## src/hdl/execPkg.sv

```systemverilog
/*
  Shared definitions for the execute stage: datapath width, the
  typedefs for words, register indices and NZCV flags, and the enums
  for ALU operations, forwarding selects and condition codes.
  Modules refer to these by execPkg::name.
*/
package execPkg;

	parameter int dataWidth = 24; // default datapath width

	// bit positions inside flagsT
	parameter int flagN = 3;
	parameter int flagZ = 2;
	parameter int flagC = 1;
	parameter int flagV = 0;

	typedef logic [dataWidth-1:0] wordT; // operand or result word
	typedef logic [3:0] regIdxT; // destination register index
	typedef logic [3:0] flagsT; // {N, Z, C, V}

	// flagWrite field (2 bits, not a typedef)
	//   bit 1 writes N and Z
	//   bit 0 writes C and V

	typedef enum logic [2:0] {
		aluAdd = 3'd0,
		aluSub = 3'd1,
		aluAnd = 3'd2,
		aluOrr = 3'd3,
		aluEor = 3'd4,
		aluBic = 3'd5, // a and not b
		aluMov = 3'd6, // b
		aluMvn = 3'd7  // not b
	} aluOpT;

	typedef enum logic [1:0] {
		fwdReg        = 2'd0, // register file value
		fwdResultW    = 2'd1, // writeback result
		fwdAluResultM = 2'd2  // memory stage ALU result, 3 is illegal
	} fwdSelT;

	typedef enum logic [3:0] {
		condEq, condNe, condCs, condCc, condMi, condPl, condVs, condVc,
		condHi, condLs, condGe, condLt, condGt, condLe, condAl,
		condRsvd // reserved, behaves as never
	} condT;

endpackage

```

## src/hdl/alu.sv

```systemverilog
/*
  Scalar ALU of the execute stage. Eight operations on two N-bit
  operands, with NZCV flags. Add and subtract share one adder; on a
  subtract C is the no-borrow bit. Logic and move operations clear
  C and V. clk and rstN only sample the assertions.
*/
`timescale 1ns/1ps

module alu #(
	parameter int N = 24
) (
	input  logic clk,
	input  logic rstN,
	input  logic [N-1:0] a,
	input  logic [N-1:0] b,
	input  execPkg::aluOpT aluControl,
	output logic [N-1:0] result,
	output execPkg::flagsT aluFlags
);

	logic isSub;
	logic isArith;
	logic [N-1:0] bOp;
	logic [N:0] sum;
	logic carry;
	logic overflow;

	assign isSub = (aluControl == execPkg::aluSub);
	assign isArith = (aluControl == execPkg::aluAdd) || isSub;

	// a - b is a + ~b + 1
	assign bOp = isSub ? ~b : b;
	assign sum = {1'b0, a} + {1'b0, bOp} + {{N{1'b0}}, isSub};

	assign carry = sum[N];
	// same sign in, different sign out
	assign overflow = ~(a[N-1] ^ bOp[N-1]) & (a[N-1] ^ sum[N-1]);

	always_comb begin
		case (aluControl)
			execPkg::aluAdd: result = sum[N-1:0];
			execPkg::aluSub: result = sum[N-1:0];
			execPkg::aluAnd: result = a & b;
			execPkg::aluOrr: result = a | b;
			execPkg::aluEor: result = a ^ b;
			execPkg::aluBic: result = a & ~b;
			execPkg::aluMov: result = b;
			execPkg::aluMvn: result = ~b;
			default:         result = '0;
		endcase
	end

	always_comb begin
		aluFlags = '0;
		aluFlags[execPkg::flagN] = result[N-1]; // sign bit
		aluFlags[execPkg::flagZ] = (result == '0);
		aluFlags[execPkg::flagC] = isArith & carry; // 0 for logic ops
		aluFlags[execPkg::flagV] = isArith & overflow;
	end

	// a subtract gives zero exactly when the operands match
	aZeroFlag: assert property (
		@(posedge clk) disable iff (!rstN)
		(aluControl == execPkg::aluSub) |-> (aluFlags[execPkg::flagZ] == (a == b))
	) else $error("Z flag %0b wrong for subtract of %0h and %0h",
		aluFlags[execPkg::flagZ], a, b);

endmodule

```

## src/hdl/conditionUnit.sv

```systemverilog
/*
  Condition unit of the execute stage. Holds the NZCV flags register,
  checks the instruction's condition code against the flags stored
  before it, and gates the PC-source, register-write, memory-write
  and branch strobes with the result. When the condition passes, the
  fields chosen by flagWrite load from the ALU on the next clk edge.
*/
`timescale 1ns/1ps

module conditionUnit (
	input  logic clk,
	input  logic rstN,
	input  logic pcSrc,
	input  logic regWrite,
	input  logic memWrite,
	input  logic branch,
	input  logic [1:0] flagWrite,
	input  execPkg::condT cond,
	input  execPkg::flagsT aluFlags,
	output logic branchTaken,
	output logic pcSrcCond,
	output logic regWriteCond,
	output logic memWriteCond,
	output execPkg::flagsT flags
);

	logic condEx;
	logic nFlag;
	logic zFlag;
	logic cFlag;
	logic vFlag;

	// stored flags, before this instruction
	assign nFlag = flags[execPkg::flagN];
	assign zFlag = flags[execPkg::flagZ];
	assign cFlag = flags[execPkg::flagC];
	assign vFlag = flags[execPkg::flagV];

	always_comb begin
		case (cond)
			execPkg::condEq: condEx = zFlag;
			execPkg::condNe: condEx = ~zFlag;
			execPkg::condCs: condEx = cFlag;
			execPkg::condCc: condEx = ~cFlag;
			execPkg::condMi: condEx = nFlag;
			execPkg::condPl: condEx = ~nFlag;
			execPkg::condVs: condEx = vFlag;
			execPkg::condVc: condEx = ~vFlag;
			execPkg::condHi: condEx = cFlag & ~zFlag; // unsigned higher
			execPkg::condLs: condEx = ~cFlag | zFlag;
			execPkg::condGe: condEx = (nFlag == vFlag); // signed compare
			execPkg::condLt: condEx = (nFlag != vFlag);
			execPkg::condGt: condEx = ~zFlag & (nFlag == vFlag);
			execPkg::condLe: condEx = zFlag | (nFlag != vFlag);
			execPkg::condAl: condEx = 1'b1;
			default:         condEx = 1'b0; // reserved code never executes
		endcase
	end

	assign branchTaken = branch & condEx;
	assign pcSrcCond = pcSrc & condEx;
	assign regWriteCond = regWrite & condEx;
	assign memWriteCond = memWrite & condEx;

	// flags register, fields updated separately
	always_ff @(posedge clk) begin
		if (!rstN) begin
			flags <= '0;
		end else if (condEx) begin
			if (flagWrite[1]) begin // N and Z
				flags[execPkg::flagN] <= aluFlags[execPkg::flagN];
				flags[execPkg::flagZ] <= aluFlags[execPkg::flagZ];
			end
			if (flagWrite[0]) begin // C and V
				flags[execPkg::flagC] <= aluFlags[execPkg::flagC];
				flags[execPkg::flagV] <= aluFlags[execPkg::flagV];
			end
		end
	end

	// a failed instruction leaves the flags untouched
	aFlagsHold: assert property (
		@(posedge clk) disable iff (!rstN)
		!condEx |=> $stable(flags)
	) else $error("flags changed after failed condition");

endmodule

```

## src/hdl/executeMemReg.sv

```systemverilog
/*
  Execute-to-memory pipeline register. Captures the result, store
  data, destination index and gated control of one instruction each
  cycle, so its outputs show that instruction one clk later. A
  synchronous reset clears everything, so the memory stage sees no
  write right after reset.
*/
`timescale 1ns/1ps

module executeMemReg #(
	parameter int N = 24
) (
	input  logic clk,
	input  logic rstN,
	input  logic pcSrcCond,
	input  logic regWriteCond,
	input  logic memWriteCond,
	input  logic memtoReg,
	input  logic [N-1:0] aluResult,
	input  logic [N-1:0] writeData,
	input  execPkg::regIdxT wa3,
	output logic pcSrcM,
	output logic regWriteM,
	output logic memWriteM,
	output logic memtoRegM,
	output logic [N-1:0] aluResultM,
	output logic [N-1:0] writeDataM,
	output execPkg::regIdxT wa3M
);

	// control strobes
	always_ff @(posedge clk) begin
		if (!rstN) begin
			pcSrcM <= 1'b0;
			regWriteM <= 1'b0;
			memWriteM <= 1'b0;
			memtoRegM <= 1'b0;
		end else begin
			pcSrcM <= pcSrcCond;
			regWriteM <= regWriteCond;
			memWriteM <= memWriteCond;
			memtoRegM <= memtoReg;
		end
	end

	// data fields, also cleared on reset
	always_ff @(posedge clk) begin
		if (!rstN) begin
			aluResultM <= '0;
			writeDataM <= '0;
			wa3M <= '0;
		end else begin
			aluResultM <= aluResult;
			writeDataM <= writeData;
			wa3M <= wa3;
		end
	end

	aQuietAfterReset: assert property (
		@(posedge clk)
		!rstN |=> !(pcSrcM | regWriteM | memWriteM | memtoRegM)
	) else $error("memory stage strobe high after reset");

endmodule

```

## src/hdl/executeStage.sv

```systemverilog
/*
  Execute stage of the 24-bit pipelined core. Connects the operand
  selector, the scalar ALU, the condition unit and the execute-to-
  memory register. The ALU result also goes back to fetch as
  aluResultF in the same cycle. N sets the datapath width.
*/
`timescale 1ns/1ps

module executeStage #(
	parameter int N = execPkg::dataWidth
) (
	input  logic clk,
	input  logic rstN,
	input  logic [N-1:0] rd1,
	input  logic [N-1:0] rd2,
	input  logic [N-1:0] extImm,
	input  logic [N-1:0] resultW,
	input  logic [N-1:0] aluResultMFb,
	input  logic pcSrc,
	input  logic regWrite,
	input  logic memtoReg,
	input  logic memWrite,
	input  logic branch,
	input  logic aluSrc,
	input  execPkg::aluOpT aluControl,
	input  logic [1:0] flagWrite,
	input  execPkg::condT cond,
	input  execPkg::regIdxT wa3,
	input  execPkg::fwdSelT forwardA,
	input  execPkg::fwdSelT forwardB,
	output logic pcSrcM,
	output logic regWriteM,
	output logic memWriteM,
	output logic memtoRegM,
	output logic branchTaken,
	output logic [N-1:0] aluResultM,
	output logic [N-1:0] writeDataM,
	output logic [N-1:0] aluResultF,
	output execPkg::regIdxT wa3M,
	output execPkg::flagsT flags
);

	logic [N-1:0] srcA;
	logic [N-1:0] srcB;
	logic [N-1:0] writeData; // forwarded rd2, store data
	execPkg::flagsT aluFlags;
	logic pcSrcCond;
	logic regWriteCond;
	logic memWriteCond;

	operandSelect #(.N(N)) uOperandSelect (
		.clk(clk),
		.rstN(rstN),
		.rd1(rd1),
		.rd2(rd2),
		.extImm(extImm),
		.resultW(resultW),
		.aluResultMFb(aluResultMFb),
		.forwardA(forwardA),
		.forwardB(forwardB),
		.aluSrc(aluSrc),
		.srcA(srcA),
		.srcB(srcB),
		.writeData(writeData)
	);

	alu #(.N(N)) uAlu (
		.clk(clk),
		.rstN(rstN),
		.a(srcA),
		.b(srcB),
		.aluControl(aluControl),
		.result(aluResultF), // same wire feeds fetch and the register
		.aluFlags(aluFlags)
	);

	conditionUnit uConditionUnit (
		.clk(clk),
		.rstN(rstN),
		.pcSrc(pcSrc),
		.regWrite(regWrite),
		.memWrite(memWrite),
		.branch(branch),
		.flagWrite(flagWrite),
		.cond(cond),
		.aluFlags(aluFlags),
		.branchTaken(branchTaken),
		.pcSrcCond(pcSrcCond),
		.regWriteCond(regWriteCond),
		.memWriteCond(memWriteCond),
		.flags(flags)
	);

	executeMemReg #(.N(N)) uExecuteMemReg (
		.clk(clk),
		.rstN(rstN),
		.pcSrcCond(pcSrcCond),
		.regWriteCond(regWriteCond),
		.memWriteCond(memWriteCond),
		.memtoReg(memtoReg),
		.aluResult(aluResultF),
		.writeData(writeData),
		.wa3(wa3),
		.pcSrcM(pcSrcM),
		.regWriteM(regWriteM),
		.memWriteM(memWriteM),
		.memtoRegM(memtoRegM),
		.aluResultM(aluResultM),
		.writeDataM(writeDataM),
		.wa3M(wa3M)
	);

endmodule

```

## src/hdl/operandSelect.sv

```systemverilog
/*
  Operand selection for the execute stage. Each register operand can
  be replaced by the writeback result or the memory stage ALU result,
  then operand B picks between the forwarded second register and the
  extended immediate. The forwarded second register is the store data.
*/
`timescale 1ns/1ps

module operandSelect #(
	parameter int N = 24
) (
	input  logic clk,
	input  logic rstN,
	input  logic [N-1:0] rd1,
	input  logic [N-1:0] rd2,
	input  logic [N-1:0] extImm,
	input  logic [N-1:0] resultW,
	input  logic [N-1:0] aluResultMFb,
	input  execPkg::fwdSelT forwardA,
	input  execPkg::fwdSelT forwardB,
	input  logic aluSrc,
	output logic [N-1:0] srcA,
	output logic [N-1:0] srcB,
	output logic [N-1:0] writeData
);

	// forwarding mux for operand A
	always_comb begin
		case (forwardA)
			execPkg::fwdResultW:    srcA = resultW;
			execPkg::fwdAluResultM: srcA = aluResultMFb;
			default:                srcA = rd1; // fwdReg, illegal falls back
		endcase
	end

	// forwarding mux for the second register
	always_comb begin
		case (forwardB)
			execPkg::fwdResultW:    writeData = resultW;
			execPkg::fwdAluResultM: writeData = aluResultMFb;
			default:                writeData = rd2;
		endcase
	end

	assign srcB = aluSrc ? extImm : writeData; // immediate or register

	// the hazard unit must never drive the unused select code
	aIllegalFwd: assert property (
		@(posedge clk) disable iff (!rstN)
		(forwardA != 2'd3) && (forwardB != 2'd3)
	) else $error("illegal forwarding select A=%0h B=%0h", forwardA, forwardB);

endmodule
```

## config.mk

```make
export PLATFORM = sky130hd
export DESIGN_NAME = executeStage
export DESIGN_NICKNAME = d
export VERILOG_FILES = /design/src/hdl/execPkg.sv /design/src/hdl/alu.sv /design/src/hdl/conditionUnit.sv /design/src/hdl/executeMemReg.sv /design/src/hdl/executeStage.sv /design/src/hdl/operandSelect.sv
export SDC_FILE = /design/constraint.sdc
export NUM_CORES = 1
export LEC_CHECK = 0
export BUFFER_PORTS_ARGS = -buffer_cell sky130_fd_sc_hd__buf_2
export CELL_PAD_IN_SITES_DETAIL_PLACEMENT = 1
export CELL_PAD_IN_SITES_GLOBAL_PLACEMENT = 1
export CORE_ASPECT_RATIO = 0.8
export CORE_MARGIN = 4
export CORE_UTILIZATION = 40
export DETAILED_ROUTE_END_ITERATION = 8
export PLACE_DENSITY = 0.93
export SYNTH_ARGS = -nofsm -noshare
export SYNTH_HDL_FRONTEND = slang
export SYNTH_SLANG_ARGS = --single-unit
```

## constraint.sdc

```tcl
create_clock -name clk -period 6.95 [get_ports clk]
set_clock_uncertainty 0.15 [all_clocks]
set_input_delay 0.3475 -clock clk [delete_from_list [all_inputs] [get_ports clk]]
set_output_delay 0.3475 -clock clk [all_outputs]
set_load 0.05 [all_outputs]
```

==> impl_results.md <==
- Post-Syn Area per Cell: roughly 7.4 um2
- Ys flop type: dfxtp_1
- Register area share after synthesis: 17.7%
- Initial antenna violation count: 1
- Vias in the first global route: 8,356
- LEAKAGE: 3.77 nW
- Clock Sinks: 60
- Worst setup EP type: primary output
- Dpl cell area: approximately 8000 um2
- CP required: ~6500 ps
- CTS Buffer Depth: 2
- Critical path's largest stage delay: about 670 ps
- Slew margin rel.: a little under a quarter
- Post-route core utilization: between 50 and 60%
- Synth unique cells: between 80 and 90
- Clk pin slew, worst setup/hold paths: about 60 ps
- Top cells by area, synth: dfxtp_1 18%, ha_1 9.4%, o21ai_0 5.0%, xnor2_1 4.7%, nand2_1 4.5%
- Antenna cells: 0
- DIE HEIGHT: 124 um
- CTS resizes: 0
- Pin count of the biggest net entering global routing: 60
- Gpl congestion: slightly below 1
- Worst-Margin Slew: 1140 ps
- Post-layout min period: roughly 5700 ps
- Number of CTS-inserted buffers: 9
- Worst skew pair latency: ~350 ps
- Hold_sp: memWrite
- WL/cell: between 20 and 25 um
- Setup bufs post-CTS: 0
- Post-route ant nets: 0
- Synth area leader: dfxtp_1
- PwrDens: about 250 nW/um2
- Hold Vio Cnt, Final: 0
- Status: completed
- Vias per inst: between 6 and 7
- Total GRT Usage: between 30% and 40%
- DRT Pass-1 Iters: 5
- Asr flop ratio synth: 0%
- Hpwl dp: between 20,000 and 25,000 um
- Die Wd: about 150 um
- Die ar.: 19,100 um2
- Total grt overflow: 0
- Register bit total from synthesis: 60
- Crit Path Class: in -> out
- Hold-fix buffers, CTS: 0
- RSZ-0062 raised after global routing: no
- Final Cycle Share: just over 80%
- DRT iter0 DRCs: approximately 900
- Final Power: between 0.002 and 0.0025 W
- Fmax: approximately 170 MHz
- Non-Filler Cell Area, Final: 8320 um2
- H-Tree Depth: 3
- Worst path slowest cell: ha_1
- First-pass GRT wire length: around 47,000 um
- CTS Root Cell: clkbuf_16
- Synth warn: 0
- Worst path cell trace: buf_2, inv_1, ha_1, a221oi_1, o31ai_1, xnor2_1, ha_1, nand2_1, o211a_1, or3_1, a32oi_1, nand3_1, a31o_2, a211oi_2, buf_2
- Synth-to-layout area growth: 22.7%
- Cell count after synthesis: 910
- Num rows: between 40 and 50
- Syn_nets: around 1,100
- EDFF count, synth: 0
- CP Launch Point: forwardB[0]
- Final slew viol count: 0
- WHS: about 44 ps
- Synth top area share: approximately 18%
- Reg-to-reg critical path startpoint: uConditionUnit.flags[3]
- Maximum VDD drop: between 100 and 150 uV
- Startpoint types: input pin
- Drt total wl: just over 30,000 um
- Initial Util: 40.8%
- Max Cap Violations: 0
- Post-Syn Area: between 6000 and 7000 um2
- # IOs: 230
- Share of cells above drive strength 1: roughly 26%
- Core ar.: between 15,000 and 20,000 um2
- Vias: between 8,000 and 9,000
- Setup violators final: 0
- Crit Path Max Fanout: 21
- Data arrival time of the worst path: ~5300 ps
- Post-layout net count: between 1,000 and 1,500
- TritonCTS clock tree: yes
- Residual DRC count: 0
- IO buf count: around 230
- Setup TNS: 0 ps
- Hold Path Class: in -> reg
[cell usage after synthesis, types with 17 or more instances]
library cell	n
o21ai_0	68
nor3b_1	17
xnor2_1	36
a22oi_1	31
inv_1	62
nor2b_1	25
dfxtp_1	60
nor3_1	20
clkbuf_1	32
buf_2	18
nand2_1	81
ha_1	51
nor2_1	42
and2_1	36
a21oi_1	48
[flip-flops by register name, indices dropped and copies added, names as in the netlist]
| name | cells |
|---|---|
| uExecuteMemReg.pcSrcM | 1 |
| uConditionUnit.flags | 4 |
| uExecuteMemReg.memtoRegM | 1 |
| uExecuteMemReg.wa3M | 4 |
| uExecuteMemReg.writeDataM | 24 |
| uExecuteMemReg.aluResultM | 24 |
| uExecuteMemReg.regWriteM | 1 |
| uExecuteMemReg.memWriteM | 1 |
[cell type report]
class | instances | area [um2]
flip-flops and latches | 60 | 1200
fillers | 2167 | 8290
clock inverters | 7 | 82.6
clock buffers | 9 | 225
well taps | 220 | 275
repair buffers | 243 | 1250
multi-input cells | 721 | 5040
inverters | 65 | 244
[metrics by stage]
step / setup slack (ps) / instances
finish: 1200 / 1325
global route: 866 / 1325
CTS: 1360 / 1325
detailed placement: 1390 / 1309
global placement: 1520 / 1309
floorplan: 1200 / 910
[layer usage]
layer	GRT usage [%]	up-vias	share of wire (%)
met5	0	-	0.043
met4	11.1	2	3.6
met3	7.02	87	11
met2	45.9	530	43
met1	42.8	3946	43
li1	-	3744	-
[final timing paths]
check	endpoint	slack [ps]	cells past startpoint
max reg2reg	uConditionUnit.flags[2]	4090	8
min reg2reg	uConditionUnit.flags[1]	370	2
max	aluResultF[23]	1200	15
min	uExecuteMemReg.memWriteM	40	2
[cell usage in the layout (no fill, tap or decap), types with 13 or more instances in the layout]
cell type,instances
nand3_1,13
o21ai_0,68
nand2_1,81
dfxtp_1,60
xor2_1,15
nor3b_1,16
nor2b_1,25
nor3_1,20
buf_2,229
xnor2_1,36
inv_1,62
o211ai_1,14
a21oi_1,48
ha_1,51
and2_1,36
a22oi_1,31
a221oi_1,14
a221o_1,15
and3_1,13
buf_4,14
nor2_1,41
[kinds of logic after synthesis]
group,Yosys count,synth area share (%)
xor+xnor,51,6.59
buf+inv,129,8.03
simple gates,293,22.7
fa+ha+maj,52,9.71
compound gates,310,32.7
flops,60,17.7
mux,15,2.53
[where the power goes]
part,total [W],internal [W],switching (W)
logic,0.00118,0.000353,0.000824
registers,0.000392,0.000381,0.0000107
clock network,0.000475,0.000284,0.000192
[worst max-delay path, delay by kind of cell]
family | cells | cell delay [ps]
adder cells (fa/ha/maj) | 2 | 1070
buffers and inverters | 3 | 520
XOR/XNOR | 1 | 150
AO/OA/AOI/OAI | 6 | 2270
AND/OR/NAND/NOR | 3 | 890
No activity file was read; power rests on OpenSTA's default activity.
